==> src/frv_irq_pkg.sv <==
//####################################################################
// Machine-mode interrupt definitions
// Cause codes, CSR addresses, bit positions and shared vector types
//####################################################################
package frv_irq_pkg;

    typedef logic [5:0]  trap_cause_t;  // Interrupt cause, as held in mcause
    typedef logic [3:0]  ex_cause_t;    // Cause from the external source, 0 = default
    typedef logic [11:0] csr_addr_t;
    typedef logic [31:0] xlen_t;

    // Interrupt cause codes
    localparam trap_cause_t TRAP_INT_MSI      = 6'd3;
    localparam trap_cause_t TRAP_INT_MTI      = 6'd7;
    localparam trap_cause_t TRAP_INT_MEI      = 6'd11;
    localparam trap_cause_t TRAP_INT_NMI      = 6'd15;
    localparam trap_cause_t TRAP_INT_EXT_BASE = 6'd16;  // Plus a nonzero ex_cause

    // CSR addresses
    localparam csr_addr_t CSR_MSTATUS     = 12'h300;
    localparam csr_addr_t CSR_MIE         = 12'h304;
    localparam csr_addr_t CSR_MCAUSE      = 12'h342;
    localparam csr_addr_t CSR_MIP         = 12'h344;
    localparam csr_addr_t CSR_MTIMECMP_LO = 12'h7C0;  // Custom machine space
    localparam csr_addr_t CSR_MTIMECMP_HI = 12'h7C1;

    // Bit positions in mstatus
    localparam int MSTATUS_MIE_BIT  = 3;
    localparam int MSTATUS_MPIE_BIT = 7;

    // Shared bit positions in mie and mip
    localparam int MIX_MSI_BIT = 3;
    localparam int MIX_MTI_BIT = 7;
    localparam int MIX_MEI_BIT = 11;

endpackage

==> src/frv_irq_if.sv <==
//####################################################################
// Enable and pending bundle between the CSR and interrupt blocks
// Also carries the trap request, its cause and the acknowledge
//####################################################################
`timescale 1ns/1ps

interface frv_irq_if;
    import frv_irq_pkg::*;

    logic        mstatus_mie;     // Global interrupt enable
    logic        mie_meie;
    logic        mie_mtie;
    logic        mie_msie;
    logic        mip_meip;
    logic        mip_mtip;
    logic        mip_msip;
    logic        int_trap_req;    // Level, held until MIE clears
    trap_cause_t int_trap_cause;
    logic        int_trap_ack;    // Same cycle as the request

    modport ctrl (
        output mstatus_mie, mie_meie, mie_mtie, mie_msie, int_trap_ack,
        input  mip_meip, mip_mtip, mip_msip, int_trap_req, int_trap_cause
    );

    modport irq (
        input  mstatus_mie, mie_meie, mie_mtie, mie_msie, int_trap_ack,
        output mip_meip, mip_mtip, mip_msip, int_trap_req, int_trap_cause
    );

endinterface

==> src/frv_interrupt.sv <==
//####################################################################
// Interrupt block
// Registers pending lines into mip, gates them with the enables and
// picks a prioritised cause for the trap request
//####################################################################
`timescale 1ns/1ps

module frv_interrupt (
    input  logic                   g_clk,
    input  logic                   g_resetn,
    frv_irq_if.irq                 bus,
    input  logic                   nmi_pending,
    input  logic                   ex_pending,
    input  frv_irq_pkg::ex_cause_t ex_cause,
    input  logic                   ti_pending,
    input  logic                   sw_pending
);
    import frv_irq_pkg::*;

    logic        mip_nmi;      // NMI pending bit
    logic        raise_mei;
    logic        raise_mti;
    logic        raise_msi;
    logic        raise_nmi;
    trap_cause_t ext_cause;
    trap_cause_t next_cause;

    assign raise_mei = bus.mstatus_mie && bus.mie_meie && bus.mip_meip;
    assign raise_mti = bus.mstatus_mie && bus.mie_mtie && bus.mip_mtip;
    assign raise_msi = bus.mstatus_mie && bus.mie_msie && bus.mip_msip;
    assign raise_nmi = bus.mstatus_mie && mip_nmi;  // Only the global enable

    assign bus.int_trap_req = raise_mei || raise_mti || raise_msi || raise_nmi;

    // NMI code, then source supplied code, then the default external code
    always_comb begin
        if (nmi_pending) begin
            ext_cause = TRAP_INT_NMI;
        end else if (ex_cause != '0) begin
            ext_cause = TRAP_INT_EXT_BASE + trap_cause_t'(ex_cause);
        end else begin
            ext_cause = TRAP_INT_MEI;
        end
    end

    always_comb begin
        if (nmi_pending || ex_pending) begin
            next_cause = ext_cause;
        end else if (ti_pending) begin
            next_cause = TRAP_INT_MTI;
        end else if (sw_pending) begin
            next_cause = TRAP_INT_MSI;
        end else begin
            next_cause = '0;            // Nothing pending
        end
    end

    always_ff @(posedge g_clk) begin
        if (!g_resetn) begin
            bus.mip_meip       <= 1'b0;
            bus.mip_mtip       <= 1'b0;
            bus.mip_msip       <= 1'b0;
            mip_nmi            <= 1'b0;
            bus.int_trap_cause <= '0;
        end else begin
            bus.mip_meip       <= ex_pending;
            bus.mip_mtip       <= ti_pending;
            bus.mip_msip       <= sw_pending;
            mip_nmi            <= nmi_pending;
            bus.int_trap_cause <= next_cause;  // Same edge as mip
        end
    end

    // A request traces back to a line sampled on the previous edge
    a_req_has_source: assert property (@(posedge g_clk) disable iff (!g_resetn)
        bus.int_trap_req |-> $past(nmi_pending || ex_pending || ti_pending || sw_pending));

    a_cause_valid: assert property (@(posedge g_clk) disable iff (!g_resetn)
        bus.int_trap_req |-> bus.int_trap_cause != '0);

endmodule

==> src/frv_irq_csrs.sv <==
//####################################################################
// Machine-mode interrupt CSRs
// mstatus MIE/MPIE, mie and mcause with CSR access, trap entry and mret
//####################################################################
`timescale 1ns/1ps

module frv_irq_csrs (
    input  logic                     g_clk,
    input  logic                     g_resetn,
    frv_irq_if.ctrl                  bus,
    input  logic                     csr_we,
    input  logic                     mret,
    input  frv_irq_pkg::csr_addr_t   csr_addr,
    input  frv_irq_pkg::xlen_t       csr_wdata,
    output frv_irq_pkg::xlen_t       csr_rdata,
    output logic                     trap_taken,
    output frv_irq_pkg::trap_cause_t trap_cause
);
    import frv_irq_pkg::*;

    logic        mstatus_mpie;
    trap_cause_t mcause;
    logic        trap_enter;
    logic        wr_mstatus;
    logic        wr_mie;
    logic        wr_mcause;
    xlen_t       mstatus_rd;
    xlen_t       mie_rd;
    xlen_t       mip_rd;

    // Stands in for writeback, every request is accepted
    assign trap_enter       = bus.int_trap_req;
    assign bus.int_trap_ack = trap_enter;
    assign trap_taken       = trap_enter;
    assign trap_cause       = bus.int_trap_cause;

    assign wr_mstatus = csr_we && (csr_addr == CSR_MSTATUS);
    assign wr_mie     = csr_we && (csr_addr == CSR_MIE);
    assign wr_mcause  = csr_we && (csr_addr == CSR_MCAUSE);

    always_comb begin
        mstatus_rd                   = '0;
        mstatus_rd[MSTATUS_MIE_BIT]  = bus.mstatus_mie;
        mstatus_rd[MSTATUS_MPIE_BIT] = mstatus_mpie;
        mie_rd                       = '0;
        mie_rd[MIX_MSI_BIT]          = bus.mie_msie;
        mie_rd[MIX_MTI_BIT]          = bus.mie_mtie;
        mie_rd[MIX_MEI_BIT]          = bus.mie_meie;
        mip_rd                       = '0;
        mip_rd[MIX_MSI_BIT]          = bus.mip_msip;
        mip_rd[MIX_MTI_BIT]          = bus.mip_mtip;
        mip_rd[MIX_MEI_BIT]          = bus.mip_meip;
    end

    always_comb begin
        case (csr_addr)
            CSR_MSTATUS: csr_rdata = mstatus_rd;
            CSR_MIE:     csr_rdata = mie_rd;
            CSR_MIP:     csr_rdata = mip_rd;
            CSR_MCAUSE:  csr_rdata = xlen_t'(mcause);
            default:     csr_rdata = '0;  // Timer compare is write only
        endcase
    end

    always_ff @(posedge g_clk) begin
        if (!g_resetn) begin
            bus.mstatus_mie <= 1'b0;
            mstatus_mpie    <= 1'b0;
            bus.mie_meie    <= 1'b0;
            bus.mie_mtie    <= 1'b0;
            bus.mie_msie    <= 1'b0;
            mcause          <= '0;
        end else begin
            // Trap entry wins over mret and a software write
            if (trap_enter) begin
                bus.mstatus_mie <= 1'b0;
                mstatus_mpie    <= bus.mstatus_mie;
            end else if (mret) begin
                bus.mstatus_mie <= mstatus_mpie;
                mstatus_mpie    <= 1'b1;
            end else if (wr_mstatus) begin
                bus.mstatus_mie <= csr_wdata[MSTATUS_MIE_BIT];
                mstatus_mpie    <= csr_wdata[MSTATUS_MPIE_BIT];
            end

            if (wr_mie) begin
                bus.mie_msie <= csr_wdata[MIX_MSI_BIT];
                bus.mie_mtie <= csr_wdata[MIX_MTI_BIT];
                bus.mie_meie <= csr_wdata[MIX_MEI_BIT];
            end

            if (trap_enter) begin
                mcause <= bus.int_trap_cause;
            end else if (wr_mcause) begin
                mcause <= csr_wdata[$bits(trap_cause_t)-1:0];
            end
        end
    end

    // Clearing MIE drops the request after one cycle
    a_taken_one_cycle: assert property (@(posedge g_clk) disable iff (!g_resetn)
        trap_taken |=> !trap_taken);

    a_taken_with_mie: assert property (@(posedge g_clk) disable iff (!g_resetn)
        trap_taken |-> bus.mstatus_mie && !mret);

endmodule

==> src/frv_irq_timer.sv <==
//####################################################################
// Machine timer
// Free-running mtime compared against a CSR-written mtimecmp
//####################################################################
`timescale 1ns/1ps

module frv_irq_timer #(
    parameter int TIME_W = 64  // Between 33 and 64 bits
) (
    input  logic                   g_clk,
    input  logic                   g_resetn,
    input  logic                   csr_we,
    input  frv_irq_pkg::csr_addr_t csr_addr,
    input  frv_irq_pkg::xlen_t     csr_wdata,
    output logic                   ti_pending
);
    import frv_irq_pkg::*;

    localparam int HI_W = TIME_W - 32;  // Width of the upper compare half

    logic [TIME_W-1:0] mtime;
    logic [TIME_W-1:0] mtimecmp;
    logic              wr_lo;
    logic              wr_hi;

    assign wr_lo = csr_we && (csr_addr == CSR_MTIMECMP_LO);
    assign wr_hi = csr_we && (csr_addr == CSR_MTIMECMP_HI);

    always_ff @(posedge g_clk) begin
        if (!g_resetn) begin
            mtime      <= '0;
            mtimecmp   <= '1;    // No timer interrupt out of reset
            ti_pending <= 1'b0;
        end else begin
            mtime <= mtime + 1'b1;
            if (wr_lo) begin
                mtimecmp[31:0] <= csr_wdata;
            end
            if (wr_hi) begin
                mtimecmp[TIME_W-1:32] <= csr_wdata[HI_W-1:0];
            end
            ti_pending <= (mtime >= mtimecmp);  // Level, held until compare moves
        end
    end

endmodule

==> src/frv_irq_top.sv <==
//####################################################################
// Interrupt subsystem top level
// Timer, interrupt block and CSRs behind a plain CSR port
//####################################################################
`timescale 1ns/1ps

module frv_irq_top #(
    parameter int TIME_W = 64
) (
    input  logic                     g_clk,
    input  logic                     g_resetn,
    input  logic                     csr_we,
    input  logic                     mret,
    input  logic                     nmi_pending,
    input  logic                     ex_pending,
    input  logic                     sw_pending,
    input  frv_irq_pkg::ex_cause_t   ex_cause,
    input  frv_irq_pkg::csr_addr_t   csr_addr,
    input  frv_irq_pkg::xlen_t       csr_wdata,
    output frv_irq_pkg::xlen_t       csr_rdata,
    output logic                     trap_taken,
    output frv_irq_pkg::trap_cause_t trap_cause
);

    frv_irq_if irq_bus ();

    logic ti_pending;  // Registered timer compare

    frv_irq_timer #(
        .TIME_W     (TIME_W)
    ) u_timer (
        .g_clk      (g_clk),
        .g_resetn   (g_resetn),
        .csr_we     (csr_we),
        .csr_addr   (csr_addr),
        .csr_wdata  (csr_wdata),
        .ti_pending (ti_pending)
    );

    frv_interrupt u_interrupt (
        .g_clk       (g_clk),
        .g_resetn    (g_resetn),
        .bus         (irq_bus.irq),
        .nmi_pending (nmi_pending),
        .ex_pending  (ex_pending),
        .ex_cause    (ex_cause),
        .ti_pending  (ti_pending),
        .sw_pending  (sw_pending)
    );

    frv_irq_csrs u_csrs (
        .g_clk      (g_clk),
        .g_resetn   (g_resetn),
        .bus        (irq_bus.ctrl),
        .csr_we     (csr_we),
        .mret       (mret),
        .csr_addr   (csr_addr),
        .csr_wdata  (csr_wdata),
        .csr_rdata  (csr_rdata),
        .trap_taken (trap_taken),
        .trap_cause (trap_cause)
    );

endmodule
==> config.mk <==
export PLATFORM = sky130hd
export DESIGN_NAME = frv_irq_top
export DESIGN_NICKNAME = d
export VERILOG_FILES = /design/src/frv_irq_pkg.sv /design/src/frv_irq_if.sv /design/src/frv_interrupt.sv /design/src/frv_irq_csrs.sv /design/src/frv_irq_timer.sv /design/src/frv_irq_top.sv
export SDC_FILE = /design/constraint.sdc
export NUM_CORES = 1
export LEC_CHECK = 0
export BUFFER_PORTS_ARGS = -buffer_cell sky130_fd_sc_hd__buf_2
export CORE_MARGIN = 1
export CORE_UTILIZATION = 35
export DETAILED_ROUTE_END_ITERATION = 8
export GPL_ROUTABILITY_DRIVEN = 0
export SLEW_MARGIN = 20
export SYNTH_ARGS = -nofsm -noshare
export SYNTH_HDL_FRONTEND = slang
export SYNTH_SLANG_ARGS = --single-unit
==> constraint.sdc <==
create_clock -name g_clk -period 3 [get_ports g_clk]
set_clock_uncertainty 0.05 [all_clocks]
set_input_delay 0.6 -clock g_clk [delete_from_list [all_inputs] [get_ports g_clk]]
set_output_delay 0.6 -clock g_clk [all_outputs]
set_load 0.05 [all_outputs]
==> metrics.md, run 1 <==
| Metric | Value |
|---|---|
| Commonest non-fill, non-tap cell in the layout | dfxtp_1 |
| Internal reg-to-reg setup slack | approximately 0.33 ns |
| Via Count | about 6200 |
| Setup crit end kind | output port |
| DR WL/cell | between 10 and 15 um |
| Final #Nets | 1092 |
| Setup violation total in the final timing report | 0 |
| FF-to-FF path depth | 6 |
| Fin. max-slew vios | 0 |
| Final core occ | 0.4173 |
| Clk pin slew, worst setup/hold paths | around 0.06 ns |
| Global-route wire length before repair | approximately 30 mm |
| GRT overflow | 0 |
| Clk_lat worst skew | approximately 0.42 ns |
| Placed insts | 1228 |
| Worst hold slack | between 0.3 and 0.4 ns |
| Largest net degree at the start of global routing | 65 |
| WP data required | 2.35 ns |
| Setup Buffers After CTS | 0 |
| Non-filler cells, final | 1260 |
| Period minus WS final | about 2.9 ns |
| First-pass iteration count of the detailed router | 4 |
| Status | finished, final reports clean |
| Initial antenna violation count | 0 |
| Final instance area | approximately 9000 sq um |
| Synth-to-layout area growth | 15.24% |
| Filler cell count | roughly 2100 |
| Die height | 150.4 um |
| Slew HR | 0.5785 |
| Post-synth EDFFs | 0 |
| Via-to-Cell Ratio | between 4 and 5 |
| Reg2reg start | u_timer.mtime[29] |
| Tot Pwr | roughly 4.4 mW |
| Core area | about 21000 sq um |
| Initial Util | 0.3621 |
| P_leak | approximately 4.1 nW |
| WP data arrival | ~2.2 ns |
| Post-route ant nets | 0 |
| Layout cells sized above 1 | 0.1239 |
| Most frequent cells in the layout | 149 x dfxtp_1, 113 x nand2_1, 82 x nor2_1 |
| GR Layer Usage met3 | 0.03061 |
| Max-cap check violation count | 0 |
| Fin worst setup slack | about 0.13 ns |
| Worst hold-check path type | input pin to flip-flop |
| Clk buf depth | 2 |
| DP Wirelength | 13.36 mm |
| FP Rows | 53 |
| TritonCTS Buffers | 17 |
| Met1 GRT Util | 0.2266 |
| Met2 Track Usage GR | 0.2724 |
| FFs w/ async S/R, synth | 0 |
| Setup tns final | 0 ns |
| I/O pin count | 94 |
| Peak supply drop | 0.3310 mV |
| Syn Inst Count | between 900 and 1000 |
| Post-CTS Hold Fix Bufs | 0 |
| Routed WL | 17.87 mm |
| Gates resized, CTS repair | 0 |
| Fmax | 348.1 MHz |
| Crit path launch type | input pin |
| Initial drt markers | approximately 250 |
| Global route hottest layer | met2 |
| Worst r2r dst | u_timer.mtime[61] |
| Drt drc | 0 |
| Synth Flop Type | dfxtp_1 |
| Mapped cell area | just under 8000 sq um |
| CTS root buf | clkbuf_16 |
| Seq/Total Area, Yosys | 0.3870 |
| Port bufs | around 70 |
| Slew @ Worst Pin | 0.6264 ns |
| CTS H-tree lvls | 4 |
| CP startpoint | csr_addr[11] |
| Yosys warnings | 0 |
| RSZ-0062 raised after global routing | false |
| All-layer global routing usage | 0.1683 |
| TritonCTS clock tree | built |
| Pwr dens | 496.6 nW/um^2 |
| Die width | 150.4 um |
| CP Class | input pin to output port |
| Number of synthesized register bits | roughly 150 |
| CP Max Fanout | 4 |
| Die ar. | between 20000 and 25000 sq um |
| Clock sinks | 149 |
| Vias in the first global route | around 5800 |
| Mean Syn Cell Area | 8.462 sq um |
| Tcrit/Tclk final | 0.9575 |
| Final hold vios | 0 |
| Worst slack, placed | 0.1201 ns |
| Worst setup endpoint | csr_rdata[11] |
| Antenna cells | 0 |
| Post-DP Area | 8282 sq um |
| Cell variety after synth | 55 |
-- logic make-up after synthesis --
| logic type | share of synthesized area |
|---|---|
| other | 0.0004865 |
| adders and majority gates | 0.1055 |
| and+or+nand+nor | 0.2159 |
| AOI/OAI and AO/OA | 0.1260 |
| muxes | 0.02078 |
| xor gates and xnor gates | 0.06135 |
| DFF | 0.3870 |
| buffers and inverters | 0.08310 |
-- per-layer routing --
metal / wire (um) / up-vias
met3: 363 / 13
li1: - / 3245
met5: 0 / -
met4: 195 / 0
met2: 8467 / 60
met1: 8846 / 2901
-- sequential cells by signal, indices dropped and copies added, names as in the netlist --
register,cells
u_timer.mtime,64
u_interrupt.bus.mip_mtip,1
u_csrs.mcause,6
u_csrs.bus.mie_meie,1
u_timer.ti_pending,1
u_csrs.bus.mie_msie,1
u_interrupt.mip_nmi,1
u_timer.mtimecmp,64
u_interrupt.bus.int_trap_cause,5
u_csrs.mstatus_mpie,1
u_csrs.bus.mie_mtie,1
u_interrupt.bus.mip_meip,1
u_interrupt.bus.mip_msip,1
u_csrs.bus.mstatus_mie,1
-- where the power goes --
group / leakage (nW) / switching (mW) / internal (mW)
Clock: 0.299 / 0.813 / 1.37
Combinational: 2.59 / 0.173 / 0.0560
Sequential: 1.21 / 0.0112 / 1.99
Total: 4.09 / 0.998 / 3.41
-- synth_stat cells, types with 3 or more instances --
cell | number | area share
xor2_1 | 20 | 0.023
clkbuf_1 | 27 | 0.013
nand2b_1 | 4 | 0.0032
o41ai_1 | 4 | 0.0045
a211oi_1 | 6 | 0.0058
a21oi_1 | 37 | 0.024
ha_1 | 65 | 0.11
and3_1 | 7 | 0.0057
nand3_1 | 36 | 0.023
mux2i_1 | 16 | 0.021
o211ai_1 | 64 | 0.062
buf_4 | 25 | 0.024
nand4_1 | 22 | 0.018
and2_1 | 10 | 0.0081
nor2_1 | 82 | 0.040
nor3_1 | 16 | 0.010
nand2_1 | 113 | 0.055
buf_1 | 4 | 0.0019
o21ai_0 | 16 | 0.010
inv_1 | 79 | 0.038
xnor2_1 | 34 | 0.039
a221oi_1 | 3 | 0.0034
nor4_1 | 13 | 0.011
and4_1 | 7 | 0.0080
or3_1 | 7 | 0.0057
or4_1 | 3 | 0.0029
buf_2 | 8 | 0.0052
dfxtp_1 | 149 | 0.39
-- worst min-delay path by stage --
stage | startpoint | endpoint | slack (ns) | cells after the start
final | ex_cause[0] | u_interrupt.bus.int_trap_cause[0] | 0.36 | 3
after CTS | ex_cause[0] | u_interrupt.bus.int_trap_cause[0] | 0.36 | 3
after floorplan | u_csrs.mcause[5] | u_csrs.mcause[5] | 0.38 | 2
after global placement | u_csrs.mcause[5] | u_csrs.mcause[5] | 0.39 | 2
after detailed placement | u_csrs.mcause[5] | u_csrs.mcause[5] | 0.40 | 2
after global routing | sw_pending | u_interrupt.bus.mip_msip | 0.37 | 2
-- critical path: stages --
cell	delay [ns]
buf_2	0.09
or4_1	0.57
nor4_1	0.48
nand2_1	0.11
nor2_1	0.11
buf_2	0.26
-- cell type report --
type                       instances  area, sq um  share of cell area
tap                              275        344.1             0.03873
sequential                       149         2983              0.3358
timing repair buffer              82        483.0             0.05437
inverter                          79        296.5             0.03338
clock buffer                      22        474.2             0.05338
clock inverter                    10        127.6             0.01437
multi-input combinational        643         4175              0.4700
(Power assumes the default switching activity.)
==> inputs of run 2 (changes only) <==
--- a/constraint.sdc
+++ b/constraint.sdc
@@ -4,2 +4,2 @@
 set_output_delay 0.6 -clock g_clk [all_outputs]
-set_load 0.05 [all_outputs]
+set_load 0.1 [all_outputs]
==> metrics.md, run 2 (synthesis results as in run 1) <==
| Metric | Value |
|---|---|
| GRT overflow | 0 (unchanged) |
| WP data required | 2.35 ns (about the same) |
| Clk_lat worst skew | 0.42 ns (about the same) |
| WP data arrival | 2.14 ns (was 2.22 ns) |
| DR WL/cell | 14.40 um (was 14.18 um) |
| Worst hold-check path type | input pin to flip-flop (unchanged) |
| TritonCTS Buffers | 17 (unchanged) |
| Internal reg-to-reg setup slack | 0.40 ns (was 0.33 ns) |
| P_leak | 4.132 nW (was 4.092 nW) |
| First-pass iteration count of the detailed router | 4 (unchanged) |
| CP max stage cell | or4_1 (unchanged) |
| RSZ-0062 raised after global routing | false (unchanged) |
| Most frequent cells in the layout | 149 x dfxtp_1, 113 x nand2_1, 81 x nor2_1 (was 149 x dfxtp_1, 113 x nand2_1, 82 x nor2_1) |
| Status | finished, final reports clean (unchanged) |
| Fin. max-slew vios | 0 (unchanged) |
| Initial Util | 0.3621 (unchanged) |
| DP Wirelength | 13.35 mm (was 13.36 mm) |
| Fin worst setup slack | 0.2073 ns (was 0.1276 ns) |
| Setup Buffers After CTS | 0 (unchanged) |
| Clk pin slew, worst setup/hold paths | 0.06 ns (about the same) |
| Initial drt markers | 267 (was 247) |
| Post-CTS Hold Fix Bufs | 0 (unchanged) |
| Post-route ant nets | 0 (unchanged) |
| Port bufs | 68 (unchanged) |
| CP peak stage delay | 0.59 ns (was 0.57 ns) |
| Largest net degree at the start of global routing | 71 (was 65) |
| FP Rows | 53 (unchanged) |
| Tot Pwr | 4.667 mW (was 4.412 mW) |
| All-layer global routing usage | 0.1691 (was 0.1683) |
| TritonCTS clock tree | built (unchanged) |
| Via Count | 6249 (was 6219) |
| CTS H-tree lvls | 4 (unchanged) |
| Routed WL | 18.12 mm (was 17.87 mm) |
| Initial antenna violation count | 0 (unchanged) |
| Die width | 150.4 um (unchanged) |
| Die height | 150.4 um (unchanged) |
| Layout cells sized above 1 | 0.1312 (was 0.1239) |
| Gates resized, CTS repair | 0 (unchanged) |
| Vias in the first global route | 5827 (was 5826) |
| Global-route wire length before repair | 29.81 mm (was 29.97 mm) |
| Crit path buf inv count | 2 (unchanged) |
| CP Class | input pin to output port (unchanged) |
| Filler cell count | 2064 (was 2097) |
| Crit path launch type | input pin (unchanged) |
| Setup tns final | 0 ns (unchanged) |
| Tcrit/Tclk final | 0.9309 (was 0.9575) |
| Largest registers | u_timer.mtime (64), u_timer.mtimecmp (64), u_csrs.mcause (6) (unchanged) |
| Final hold vios | 0 (unchanged) |
| Worst slack, placed | 0.05258 ns (was 0.1201 ns) |
| Max-cap check violation count | 0 (unchanged) |
| Slew HR | 0.4954 (was 0.5785) |
| Commonest non-fill, non-tap cell in the layout | dfxtp_1 (unchanged) |
| Synth-to-layout area growth | 17.51% (was 15.24%) |
| Clock sinks | 149 (unchanged) |
| Crit-path cells | buf_2 > or4_1 > nor4_2 > nand2_1 > nor2_4 > buf_12 (was buf_2 > or4_1 > nor4_1 > nand2_1 > nor2_1 > buf_2) |
| Slew @ Worst Pin | 0.7569 ns (was 0.6264 ns) |
| Period minus WS final | 2.793 ns (was 2.872 ns) |
| Fmax | 358.1 MHz (was 348.1 MHz) |
| Antenna cells | 0 (unchanged) |
| Clk buf depth | 2 (unchanged) |
| CTS root buf | clkbuf_16 (unchanged) |
| Final #Nets | 1090 (was 1092) |
| Pwr dens | 515.2 nW/um^2 (was 496.6 nW/um^2) |
| Die ar. | 22620 sq um (unchanged) |
| Core area | 21290 sq um (unchanged) |
| Peak supply drop | 0.3271 mV (was 0.3310 mV) |
| Largest delay share family, worst path | simple AND/OR/NAND/NOR gates (unchanged) |
| Via-to-Cell Ratio | 4.967 (was 4.936) |
| Setup violation total in the final timing report | 0 (unchanged) |
| Drt drc | 0 (unchanged) |
| I/O pin count | 94 (unchanged) |
| CP Max Fanout | 4 (unchanged) |
| Setup crit end kind | output port (unchanged) |
[run 2: cell count changes in the layout (fill, tap and decap cells not counted), moves of 2 or more]
cell / change
and2_2: +6
bufinv_16: +2
buf_12: +8
buf_4: -2
buf_2: -8
and2_1: -6
[run 2: metal layers]
layer	routed length [um]	track usage
met3	398	0.02667
met5	0	0
met2	8632	0.2786
met1	8814	0.2219
met4	270	0.06212
[run 2: power by group]
group	leakage [nW]	total (mW)	switching [mW]	internal [mW]
registers	1.21	2.00	0.0113	1.99
clock network	0.324	2.35	0.812	1.54
logic	2.60	0.316	0.261	0.0553
total	4.13	4.67	1.08	3.58
[run 2: final timing paths]
| path | start | end | cells after the start |
|---|---|---|---|
| min reg2reg | u_csrs.mcause[5] | u_csrs.mcause[5] | 2 |
| max reg2reg | u_timer.mtime[29] | u_timer.mtime[61] | 6 |
| min | sw_pending | u_interrupt.bus.mip_msip | 2 |
| max | csr_addr[11] | csr_rdata[11] | 6 |
[run 2: layout make-up]
| type | count | area, sq um | area share |
|---|---|---|---|
| Multi-Input combinational cell | 643 | 4198 | 0.4634 |
| Tap cell | 275 | 344.1 | 0.03798 |
| Clock buffer | 22 | 474.2 | 0.05235 |
| Sequential cell | 149 | 2983 | 0.3293 |
| Inverter | 79 | 296.5 | 0.03273 |
| Clock inverter | 10 | 175.2 | 0.01934 |
| Timing Repair Buffer | 80 | 588.1 | 0.06492 |
[run 2: stage by stage]
stage	util	hold slack, ns	std cells	instance area (sq um)
finish	0.4256	0.3609	1258	9059
global route	0.4256	0.3495	1258	9059
CTS	0.4253	0.3447	1258	9052
detailed placement	0.3948	0.4034	1226	8403
global placement	0.3948	0.3894	1226	8403
floorplan	-	0.3760	935	7815
